## config.mk

```make
export PLATFORM = sky130hd
export DESIGN_NAME = mips_core
export DESIGN_NICKNAME = d
export VERILOG_FILES = /design/src/rtl/mips_pkg.sv /design/src/rtl/mips_alu.sv /design/src/rtl/mips_core.sv /design/src/rtl/mips_decoder.sv /design/src/rtl/mips_hazard_unit.sv /design/src/rtl/mips_regfile.sv
export SDC_FILE = /design/constraint.sdc
export NUM_CORES = 2
export LEC_CHECK = 0
export ABC_AREA = 1
export CAP_MARGIN = 40
export CELL_PAD_IN_SITES_DETAIL_PLACEMENT = 1
export CELL_PAD_IN_SITES_GLOBAL_PLACEMENT = 1
export CORE_ASPECT_RATIO = 0.5
export CORE_MARGIN = 2
export CORE_UTILIZATION = 43
export CTS_CLUSTER_DIAMETER = 40
export DETAILED_ROUTE_END_ITERATION = 6
export DONT_BUFFER_PORTS = 1
export PLACE_DENSITY = 0.84
export SLEW_MARGIN = 20
export SYNTH_ARGS = -nofsm -noshare
export SYNTH_HDL_FRONTEND = slang
export SYNTH_SLANG_ARGS = --single-unit
export TNS_END_PERCENT = 30
```

## constraint.sdc

```tcl
create_clock -name clk -period 7.35 [get_ports clk]
set_input_delay 0.735 -clock clk [delete_from_list [all_inputs] [get_ports clk]]
set_output_delay 0.735 -clock clk [all_outputs]
set_load 0.005 [all_outputs]
```

## src/rtl/mips_pkg.sv

```systemverilog
`default_nettype none

package mips_pkg;

    // --------------------
    // Widths
    localparam int XLEN = 32;
    localparam int RLEN = 5;

    typedef logic [XLEN-1:0] word_t;
    typedef logic [RLEN-1:0] reg_addr_t;
    typedef logic [1:0]      tick_t;

    // T_use of a register the instruction never reads
    localparam tick_t T_USE_NONE = 2'd3;

    // --------------------
    // Instruction encodings
    typedef enum logic [5:0] {
        OP_SPECIAL = 6'h00,
        OP_J       = 6'h02,
        OP_JAL     = 6'h03,
        OP_BEQ     = 6'h04,
        OP_BNE     = 6'h05,
        OP_ADDIU   = 6'h09,
        OP_ORI     = 6'h0d,
        OP_LUI     = 6'h0f,
        OP_LW      = 6'h23,
        OP_SW      = 6'h2b
    } opcode_e;

    typedef enum logic [5:0] {
        FN_JR   = 6'h08,
        FN_ADDU = 6'h21,
        FN_SUBU = 6'h23,
        FN_AND  = 6'h24,
        FN_OR   = 6'h25,
        FN_SLT  = 6'h2a
    } funct_e;

    // --------------------
    // Control encodings
    typedef enum logic [2:0] {ALU_ADD, ALU_SUB, ALU_AND, ALU_OR, ALU_SLT, ALU_LUI} alu_op_e;
    typedef enum logic [1:0] {NPC_SEQ, NPC_BRANCH, NPC_JUMP, NPC_JREG} npc_sel_e;
    typedef enum logic [1:0] {CMP_NONE, CMP_EQ, CMP_NE} cmp_op_e;
    typedef enum logic [1:0] {WB_ALU, WB_MEM, WB_PC8} wb_src_e;
    typedef enum logic [1:0] {FWD_NONE, FROM_E, FROM_M, FROM_W} fwd_sel_e;

    typedef struct packed {
        alu_op_e   alu_op;
        logic      b_is_imm;
        logic      sign_ext;
        npc_sel_e  npc_sel;
        cmp_op_e   cmp_op;
        wb_src_e   wb_src;
        logic      reg_we;
        logic      mem_we;
        reg_addr_t dest;
        tick_t     t_use_rs;
        tick_t     t_use_rt;
        tick_t     t_new;
    } ctrl_t;

    // --------------------
    // Pipeline registers
    typedef struct packed {
        word_t pc;
        word_t instr;
        word_t v1;
        word_t v2;
        word_t imm32;
        ctrl_t ctrl;
    } de_reg_t;

    typedef struct packed {
        word_t pc;
        word_t instr;
        word_t alu;
        word_t wdata;
        ctrl_t ctrl;
    } em_reg_t;

    typedef struct packed {
        word_t pc;
        word_t alu;
        word_t rdata;
        ctrl_t ctrl;
    } mw_reg_t;

    // One stage closer to the result, saturating at zero
    function automatic tick_t tick_dec(input tick_t t);
        return (t == '0) ? '0 : t - 2'd1;
    endfunction

endpackage

`default_nettype wire

```

## src/rtl/mips_alu.sv

```systemverilog
`timescale 1ns/1ps
`default_nettype none

module mips_alu import mips_pkg::*; (
    input  word_t   a,
    input  word_t   b,
    input  alu_op_e op,
    output word_t   y
);

    logic lt;

    // Signed compare for slt
    assign lt = $signed(a) < $signed(b);

    always_comb begin
        case (op)
            ALU_ADD: y = a + b;
            ALU_SUB: y = a - b;
            ALU_AND: y = a & b;
            ALU_OR:  y = a | b;
            ALU_SLT: y = {{(XLEN-1){1'b0}}, lt};
            ALU_LUI: y = {b[15:0], 16'h0000};
            default: y = '0;
        endcase
    end

endmodule

`default_nettype wire

```

## src/rtl/mips_core.sv

```systemverilog
`timescale 1ns/1ps
`default_nettype none

module mips_core import mips_pkg::*; #(
    parameter word_t RESET_PC = 32'h0000_3000
) (
    input  logic       clk,
    input  logic       arst_n,
    output word_t      i_inst_addr,
    input  word_t      i_inst_rdata,
    output word_t      m_data_addr,
    input  word_t      m_data_rdata,
    output word_t      m_data_wdata,
    output logic [3:0] m_data_byteen,
    output logic       w_grf_we,
    output reg_addr_t  w_grf_addr,
    output word_t      w_grf_wdata,
    output word_t      w_inst_addr
);

    word_t     f_pc;
    word_t     f_npc;
    word_t     fd_pc;
    word_t     fd_instr;
    reg_addr_t d_rs;
    reg_addr_t d_rt;
    ctrl_t     d_ctrl;
    word_t     d_rf1;
    word_t     d_rf2;
    word_t     d_v1;
    word_t     d_v2;
    word_t     d_imm32;
    word_t     d_pc4;
    logic      d_taken;
    de_reg_t   de;
    ctrl_t     e_ctrl;
    word_t     e_a;
    word_t     e_b_fwd;
    word_t     e_alu;
    word_t     e_pc8;
    em_reg_t   em;
    ctrl_t     m_ctrl;
    word_t     m_result;
    mw_reg_t   mw;
    word_t     w_wd;
    logic      stall;
    fwd_sel_e  fwd_d_rs;
    fwd_sel_e  fwd_d_rt;
    fwd_sel_e  fwd_e_a;
    fwd_sel_e  fwd_e_b;
    fwd_sel_e  fwd_m_wd;

    function automatic word_t fwd_pick(input fwd_sel_e sel, input word_t own,
                                       input word_t from_e, input word_t from_m,
                                       input word_t from_w);
        case (sel)
            FROM_E:  return from_e;
            FROM_M:  return from_m;
            FROM_W:  return from_w;
            default: return own;
        endcase
    endfunction

    // --------------------
    // Fetch
    always_ff @(posedge clk or negedge arst_n) begin
        if (!arst_n) begin
            f_pc     <= RESET_PC;
            fd_pc    <= '0;
            fd_instr <= '0;
        end else if (!stall) begin
            f_pc     <= f_npc;
            fd_pc    <= f_pc;
            fd_instr <= i_inst_rdata;
        end
    end

    assign i_inst_addr = f_pc;

    // --------------------
    // Decode
    assign d_rs = fd_instr[25:21];
    assign d_rt = fd_instr[20:16];

    mips_decoder u_decoder (.instr(fd_instr), .ctrl(d_ctrl));

    mips_regfile u_regfile (
        .clk    (clk),
        .arst_n (arst_n),
        .ra1    (d_rs),
        .ra2    (d_rt),
        .we     (mw.ctrl.reg_we),
        .wa     (mw.ctrl.dest),
        .wd     (w_wd),
        .rd1    (d_rf1),
        .rd2    (d_rf2)
    );

    assign d_v1    = fwd_pick(fwd_d_rs, d_rf1, e_pc8, m_result, w_wd);
    assign d_v2    = fwd_pick(fwd_d_rt, d_rf2, e_pc8, m_result, w_wd);
    assign d_imm32 = d_ctrl.sign_ext ? {{16{fd_instr[15]}}, fd_instr[15:0]}
                                     : {16'h0000, fd_instr[15:0]};
    assign d_pc4   = fd_pc + 32'd4;

    // Branch resolves here and the delay slot is already in fetch
    always_comb begin
        case (d_ctrl.cmp_op)
            CMP_EQ:  d_taken = (d_v1 == d_v2);
            CMP_NE:  d_taken = (d_v1 != d_v2);
            default: d_taken = 1'b0;
        endcase
        case (d_ctrl.npc_sel)
            NPC_BRANCH: f_npc = d_taken ? d_pc4 + {d_imm32[29:0], 2'b00} : f_pc + 32'd4;
            NPC_JUMP:   f_npc = {d_pc4[31:28], fd_instr[25:0], 2'b00};
            NPC_JREG:   f_npc = d_v1;
            default:    f_npc = f_pc + 32'd4;
        endcase
    end

    // --------------------
    // Execute
    always_ff @(posedge clk or negedge arst_n) begin
        if (!arst_n) begin
            de <= '0;
        end else if (stall) begin
            de <= '0;
        end else begin
            de <= '{pc: fd_pc, instr: fd_instr, v1: d_v1, v2: d_v2, imm32: d_imm32,
                    ctrl: d_ctrl};
        end
    end

    assign e_pc8   = de.pc + 32'd8;
    assign e_a     = fwd_pick(fwd_e_a, de.v1, de.v1, m_result, w_wd);
    assign e_b_fwd = fwd_pick(fwd_e_b, de.v2, de.v2, m_result, w_wd);

    mips_alu u_alu (
        .a  (e_a),
        .b  (de.ctrl.b_is_imm ? de.imm32 : e_b_fwd),
        .op (de.ctrl.alu_op),
        .y  (e_alu)
    );

    always_comb begin
        e_ctrl       = de.ctrl;
        e_ctrl.t_new = tick_dec(de.ctrl.t_new);
    end

    // --------------------
    // Memory
    always_ff @(posedge clk or negedge arst_n) begin
        if (!arst_n) begin
            em <= '0;
        end else begin
            em <= '{pc: de.pc, instr: de.instr, alu: e_alu, wdata: e_b_fwd, ctrl: e_ctrl};
        end
    end

    assign m_result      = (em.ctrl.wb_src == WB_PC8) ? em.pc + 32'd8 : em.alu;
    assign m_data_addr   = em.alu;
    assign m_data_wdata  = fwd_pick(fwd_m_wd, em.wdata, em.wdata, em.wdata, w_wd);
    // Whole-word stores only
    assign m_data_byteen = {4{em.ctrl.mem_we}};

    always_comb begin
        m_ctrl       = em.ctrl;
        m_ctrl.t_new = tick_dec(em.ctrl.t_new);
    end

    // --------------------
    // Write-back
    always_ff @(posedge clk or negedge arst_n) begin
        if (!arst_n) begin
            mw <= '0;
        end else begin
            mw <= '{pc: em.pc, alu: em.alu, rdata: m_data_rdata, ctrl: m_ctrl};
        end
    end

    always_comb begin
        case (mw.ctrl.wb_src)
            WB_MEM:  w_wd = mw.rdata;
            WB_PC8:  w_wd = mw.pc + 32'd8;
            default: w_wd = mw.alu;
        endcase
    end

    assign w_grf_we    = mw.ctrl.reg_we;
    assign w_grf_addr  = mw.ctrl.dest;
    assign w_grf_wdata = w_wd;
    assign w_inst_addr = mw.pc;

    mips_hazard_unit u_hazard (
        .d_rs       (d_rs),
        .d_rt       (d_rt),
        .d_t_use_rs (d_ctrl.t_use_rs),
        .d_t_use_rt (d_ctrl.t_use_rt),
        .e_rs       (de.instr[25:21]),
        .e_rt       (de.instr[20:16]),
        .m_rt       (em.instr[20:16]),
        .e_dest     (de.ctrl.dest),
        .m_dest     (em.ctrl.dest),
        .w_dest     (mw.ctrl.dest),
        .e_we       (de.ctrl.reg_we),
        .m_we       (em.ctrl.reg_we),
        .w_we       (mw.ctrl.reg_we),
        .e_t_new    (de.ctrl.t_new),
        .m_t_new    (em.ctrl.t_new),
        .stall      (stall),
        .fwd_d_rs   (fwd_d_rs),
        .fwd_d_rt   (fwd_d_rt),
        .fwd_e_a    (fwd_e_a),
        .fwd_e_b    (fwd_e_b),
        .fwd_m_wd   (fwd_m_wd)
    );

    a_pc_aligned: assert property (@(posedge clk) disable iff (!arst_n)
        i_inst_addr[1:0] == 2'b00)
        else $error("fetch address %h is not word aligned", i_inst_addr);

endmodule

`default_nettype wire

```

## src/rtl/mips_decoder.sv

```systemverilog
`timescale 1ns/1ps
`default_nettype none

module mips_decoder import mips_pkg::*; (
    input  word_t instr,
    output ctrl_t ctrl
);

    opcode_e   opcode;
    funct_e    funct;
    reg_addr_t rt;
    reg_addr_t rd;

    assign opcode = opcode_e'(instr[31:26]);
    assign funct  = funct_e'(instr[5:0]);
    assign rt     = instr[20:16];
    assign rd     = instr[15:11];

    always_comb begin
        // No-op unless an encoding below matches
        ctrl          = '0;
        ctrl.t_use_rs = T_USE_NONE;
        ctrl.t_use_rt = T_USE_NONE;

        case (opcode)
            OP_SPECIAL: begin
                ctrl.reg_we   = 1'b1;
                ctrl.dest     = rd;
                ctrl.t_use_rs = 2'd1;
                ctrl.t_use_rt = 2'd1;
                case (funct)
                    FN_ADDU: ctrl.alu_op = ALU_ADD;
                    FN_SUBU: ctrl.alu_op = ALU_SUB;
                    FN_AND:  ctrl.alu_op = ALU_AND;
                    FN_OR:   ctrl.alu_op = ALU_OR;
                    FN_SLT:  ctrl.alu_op = ALU_SLT;
                    FN_JR: begin
                        ctrl.reg_we   = 1'b0;
                        ctrl.dest     = '0;
                        ctrl.npc_sel  = NPC_JREG;
                        ctrl.t_use_rs = 2'd0;
                        ctrl.t_use_rt = T_USE_NONE;
                    end
                    default: begin
                        ctrl.reg_we   = 1'b0;
                        ctrl.dest     = '0;
                        ctrl.t_use_rs = T_USE_NONE;
                        ctrl.t_use_rt = T_USE_NONE;
                    end
                endcase
            end
            OP_ADDIU, OP_ORI, OP_LUI, OP_LW: begin
                ctrl.b_is_imm = 1'b1;
                ctrl.sign_ext = (opcode != OP_ORI);
                ctrl.reg_we   = 1'b1;
                ctrl.dest     = rt;
                ctrl.t_use_rs = (opcode == OP_LUI) ? T_USE_NONE : 2'd1;
                ctrl.alu_op   = (opcode == OP_ORI) ? ALU_OR :
                                (opcode == OP_LUI) ? ALU_LUI : ALU_ADD;
                ctrl.wb_src   = (opcode == OP_LW) ? WB_MEM : WB_ALU;
            end
            OP_SW: begin
                ctrl.b_is_imm = 1'b1;
                ctrl.sign_ext = 1'b1;
                ctrl.mem_we   = 1'b1;
                ctrl.t_use_rs = 2'd1;
                // Store data is needed only in memory stage
                ctrl.t_use_rt = 2'd2;
            end
            OP_BEQ, OP_BNE: begin
                // Branch offsets reach backwards too
                ctrl.sign_ext = 1'b1;
                ctrl.npc_sel  = NPC_BRANCH;
                ctrl.cmp_op   = (opcode == OP_BEQ) ? CMP_EQ : CMP_NE;
                ctrl.t_use_rs = 2'd0;
                ctrl.t_use_rt = 2'd0;
            end
            OP_J, OP_JAL: begin
                ctrl.npc_sel = NPC_JUMP;
                ctrl.reg_we  = (opcode == OP_JAL);
                ctrl.dest    = (opcode == OP_JAL) ? reg_addr_t'(31) : reg_addr_t'(0);
                ctrl.wb_src  = WB_PC8;
            end
            default: ;
        endcase

        // Cycles from execute until the result exists
        case (ctrl.wb_src)
            WB_MEM:  ctrl.t_new = 2'd2;
            WB_ALU:  ctrl.t_new = 2'd1;
            default: ctrl.t_new = 2'd0;
        endcase
    end

endmodule

`default_nettype wire

```

## src/rtl/mips_hazard_unit.sv

```systemverilog
`timescale 1ns/1ps
`default_nettype none

module mips_hazard_unit import mips_pkg::*; (
    input  reg_addr_t d_rs,
    input  reg_addr_t d_rt,
    input  tick_t     d_t_use_rs,
    input  tick_t     d_t_use_rt,
    input  reg_addr_t e_rs,
    input  reg_addr_t e_rt,
    input  reg_addr_t m_rt,
    input  reg_addr_t e_dest,
    input  reg_addr_t m_dest,
    input  reg_addr_t w_dest,
    input  logic      e_we,
    input  logic      m_we,
    input  logic      w_we,
    input  tick_t     e_t_new,
    input  tick_t     m_t_new,
    output logic      stall,
    output fwd_sel_e  fwd_d_rs,
    output fwd_sel_e  fwd_d_rt,
    output fwd_sel_e  fwd_e_a,
    output fwd_sel_e  fwd_e_b,
    output fwd_sel_e  fwd_m_wd
);

    logic sel_e_any;
    logic sel_m_any;
    logic sel_w_any;

    // Older writer of src will not be ready in time
    function automatic logic must_wait(input reg_addr_t src, input tick_t t_use);
        return (src != '0) &&
               ((e_we && e_dest == src && e_t_new > t_use) ||
                (m_we && m_dest == src && m_t_new > t_use));
    endfunction

    // Youngest writer ahead of the consumer wins
    function automatic fwd_sel_e pick(input reg_addr_t src, input logic see_e,
                                      input logic see_m);
        if (src == '0) begin
            return FWD_NONE;
        end
        if (see_e && e_we && e_dest == src) begin
            return (e_t_new == '0) ? FROM_E : FWD_NONE;
        end
        if (see_m && m_we && m_dest == src) begin
            return (m_t_new == '0) ? FROM_M : FWD_NONE;
        end
        return (w_we && w_dest == src) ? FROM_W : FWD_NONE;
    endfunction

    always_comb begin
        stall    = must_wait(d_rs, d_t_use_rs) || must_wait(d_rt, d_t_use_rt);
        fwd_d_rs = pick(d_rs, 1'b1, 1'b1);
        fwd_d_rt = pick(d_rt, 1'b1, 1'b1);
        fwd_e_a  = pick(e_rs, 1'b0, 1'b1);
        fwd_e_b  = pick(e_rt, 1'b0, 1'b1);
        fwd_m_wd = pick(m_rt, 1'b0, 1'b0);
    end

    assign sel_e_any = (fwd_d_rs == FROM_E) || (fwd_d_rt == FROM_E);
    assign sel_m_any = (fwd_d_rs == FROM_M) || (fwd_d_rt == FROM_M) ||
                       (fwd_e_a == FROM_M) || (fwd_e_b == FROM_M);
    assign sel_w_any = (fwd_d_rs == FROM_W) || (fwd_d_rt == FROM_W) ||
                       (fwd_e_a == FROM_W) || (fwd_e_b == FROM_W) || (fwd_m_wd == FROM_W);

    always_comb begin
        a_no_fwd_r0: assert final (!(sel_e_any && e_dest == '0) &&
                                   !(sel_m_any && m_dest == '0) &&
                                   !(sel_w_any && w_dest == '0))
            else $error("forward select names a write to register 0");
    end

endmodule

`default_nettype wire

```

## src/rtl/mips_regfile.sv

```systemverilog
`timescale 1ns/1ps
`default_nettype none

module mips_regfile import mips_pkg::*; (
    input  logic      clk,
    input  logic      arst_n,
    input  reg_addr_t ra1,
    input  reg_addr_t ra2,
    input  logic      we,
    input  reg_addr_t wa,
    input  word_t     wd,
    output word_t     rd1,
    output word_t     rd2
);

    // Entry 0 is cleared at reset and never written
    word_t regs [0:31];

    always_ff @(posedge clk or negedge arst_n) begin
        if (!arst_n) begin
            for (int i = 0; i < 32; i++) begin
                regs[i] <= '0;
            end
        end else if (we && wa != '0) begin
            regs[wa] <= wd;
        end
    end

    // Same-cycle write is visible to decode
    assign rd1 = (we && wa != '0 && wa == ra1) ? wd : regs[ra1];
    assign rd2 = (we && wa != '0 && wa == ra2) ? wd : regs[ra2];

    a_zero_reads: assert property (@(posedge clk) disable iff (!arst_n)
        ((ra1 != '0) || (rd1 == '0)) && ((ra2 != '0) || (rd2 == '0)))
        else $error("register 0 read back nonzero");

endmodule

`default_nettype wire

```

==> impl_metrics.csv <==
group,metric,value,unit
floorplan,pin_count,236,
synth,synth_fp_nets,12700,
sta,finClkSkew,44.7,ps
clock_network,cts-root-buf,"clkbuf_16",
worst_setup_path,crit_top_cell,"nand2_1",
synth,netlist_instances,12500,
final_layout,seq_area,36900,um^2
synth,synthFlopType,"dfrtp_1",
final_layout,multi_input_area,43200,um^2
synth,synthesis.area,87900,um^2
worst_setup_path,critPathCaptureType,"flop",
floorplan,dieArea,208000,um^2
clock_network,cts_hold_buf,38,
synth,avgSynthCellArea,7.02,um^2
sta,fin_hold_ws,15.6,ps
drt,num_vias,93300,
power_and_ir_drop,p_per_area,271,nW/um^2
worst_setup_path,worst-setup-path-type,"reg -> reg",
final_layout,fillCellCount,25500,
sta,fin_crit,6630,ps
synth,synthDistinctLibCells,61,
placed_design,numPortBuffers,0,
global_routing,grt-ovfl-total,0,
global_routing,grt_pass1_vias,92400,
clock_network,clock_path_buffers,4,
final_layout,drive_above_1_share,6.10,%
sta,setup_viol,0,
floorplan,row_count,117,
sta,slew_viol_final,0,
placed_design,gp_congestion,1.02,
hold_path,hold_depth,2,
floorplan,die_w,644,um
sta,clock.fmax,151,MHz
synth,synth_edf_count,0,
drt,antenna_left,0,
synth,synth_seq_cells,1474,
final_layout,final_cell_mix,"nand2_1 (3596), o21ai_0 (1699), nand3_1 (1568), dfrtp_1 (1462), inv_1 (914)",
final_layout,syn2layout_area_growth,9.85,%
clock_network,cts_max_level,4,
worst_setup_path,cp.required,8030,ps
hold_path,worst_hold_path_type,"in -> reg",
global_routing,grt_pass1_wl,616000,um
floorplan,core,203000,um^2
clock_network,clk_pin_slew,60,ps
final_layout,final_nets,12200,
drt,drt-total-wl,422000,um
drt,wl_per_cell,28.4,um
placed_design,dpl.cell_count,14500,
worst_setup_path,timing.rr.start,"w_grf_addr[2]$_DFF_PN0_",
worst_setup_path,worstSetupStartpoint,"w_grf_addr[2]$_DFF_PN0_",
floorplan,die_h,324,um
outcome,outcome,"completed",
hold_path,whs_endpoint,"fd_instr[28]$_DFFE_PN0N_",
clock_network,cts_tree,"yes",
sta,setup_tns,0,ps
worst_setup_path,reg2reg_depth,30,
synth,ys_async_sr_fraction,100,%
final_layout,fin_util,47.5,%
floorplan,start_util,43.3,%
global_routing,antenna_found_initial,36,
drt,initialDrtViolationCount,12500,
clock_network,clk_latency,880,ps
worst_setup_path,critPathMaxStageDelay,690,ps
sta,rsz0062_at_grt,"no",
final_layout,layout_commonest_cell,"nand2_1",
sta,tightest_slew,1140,ps
clock_network,postCtsSetupRepairBufs,0,
sta,period_share,90.2,%
worst_setup_path,arrival,7310,ps
placed_design,hpwl,275000,um
worst_setup_path,crit_slowest_cell,"dfrtp_1",
sta,finalHoldViolCount,0,
worst_setup_path,reg2reg_slack,720,ps
power_and_ir_drop,p_leak,0.0437,uW
sta,maxSlewHeadroom,24.2,%
run,cap_violations,0,
worst_setup_path,path_max_fanout,28,
clock_network,cts_resized,0,
clock_network,cts_sinks,1474,
power_and_ir_drop,vdd_drop_max,0.000196,V
final_layout,fin_cells,14900,
global_routing,track_usage,39.5,%
drt,viasPerCell,6.27,
worst_setup_path,r2r-end,"m_data_addr[0]$_DFF_PN0_",
drt,drc_errors,0,
drt,firstDrtPassIters,6,
clock_network,numCtsBuffers,187,
synth,ys.warnings.count,0,
worst_setup_path,critPathLaunchType,"flop",
hold_path,hp-start,"i_inst_rdata[28]",
global_routing,grt_max_degree,214,
synth,ys_seq_area_share,41.9,%
[cell type report]
| type | instances | share of cell area [%] |
|---|---|---|
| clock buffers | 217 | 5.17 |
| diodes | 8 | 0.0207 |
| repair buffers | 289 | 3.23 |
| well taps | 2737 | 3.54 |
| flip-flops and latches | 1474 | 38.2 |
| multi-input cells | 9081 | 44.7 |
| inverters | 956 | 3.76 |
| clock inverters | 115 | 1.37 |
[worst max path at each step]
stage	to	slack (ps)	cells after the start
final	m_data_addr[0]$_DFF_PN0_	720	30
after global routing	m_data_addr[0]$_DFF_PN0_	260	30
after CTS	m_data_addr[0]$_DFF_PN0_	940	31
after detailed placement	u_regfile.regs[939]$_DFFE_PN0P_	910	8
after global placement	u_regfile.regs[907]$_DFFE_PN0P_	820	6
after floorplan	m_data_addr[26]$_DFF_PN0_	2250	31
[Yosys cell counts (all sizes together), types with 75 or more instances]
| master | count | area (um^2) |
|---|---|---|
| nor2 | 619 | 2380 |
| ha | 144 | 1800 |
| o211ai | 147 | 1100 |
| clkbuf | 601 | 2260 |
| nand3 | 1575 | 7930 |
| nand2 | 3631 | 13700 |
| xor2 | 75 | 657 |
| a21oi | 722 | 3610 |
| o21ai | 1736 | 8690 |
| dfrtp | 1472 | 36800 |
| buf | 414 | 2240 |
| inv | 944 | 3540 |
[flip-flops by register name, summed over array words and instances (netlist names)]
name and count:
u_regfile.regs 1024, de 138, em 79, mw 66
fd_instr 32, fd_pc 32, i_inst_addr 32, m_data_addr 32
w_inst_addr 32, w_grf_addr 5, m_data_byteen 1, w_grf_we 1
[kinds of logic (layout without fill, tap and decap cells)]
logic type      count (synthesis)  count (layout)  synth area share (%)
simple gates                 6005            6005                  28.5
compound gates               2830            2830                  17.3
buf+inv                      1971            1577                  9.19
flops                        1474            1474                  41.9
fa+ha+maj                     147             147                  2.12
xor+xnor                       99              99                 0.986
other cells                     0               8                     0
[per-layer routing]
metal / track usage, % / part of all wire [%] / up-vias
li1: - / - / 40000
met1: 51.1 / 39 / 46400
met2: 58.8 / 42 / 5462
met3: 11.5 / 12 / 1390
met4: 23.4 / 6.7 / 28
met5: 0.317 / 0.068 / -
[stage by stage]
stage / setup slack (ps) / cell area (um^2) / total power [uW]
6_report: 720 / 96600 / 26200
5_1_grt: 257 / 96600 / 26900
3_3_place_gp: 821 / 89200 / 16000
3_5_place_dp: 908 / 89600 / 16200
2_1_floorplan: 2250 / 87900 / 13000
4_1_cts: 937 / 96300 / 25900
[where the power goes]
part | total [uW] | leakage (uW) | switching (uW) | internal, uW
Combinational | 6590 | 0.0209 | 5010 | 1580
Clock | 9750 | 0.00308 | 4100 | 5640
Sequential | 9890 | 0.0197 | 1140 | 8750
[critical path: cells and delay by family (launching register included)]
kind,cells,cell delay [ps]
AOI/OAI and AO/OA,12,2900
buffers and inverters,6,960
DFF,1,690
adders and majority gates,1,400
and+or+nand+nor,11,1480
(Power assumes the default switching activity.)
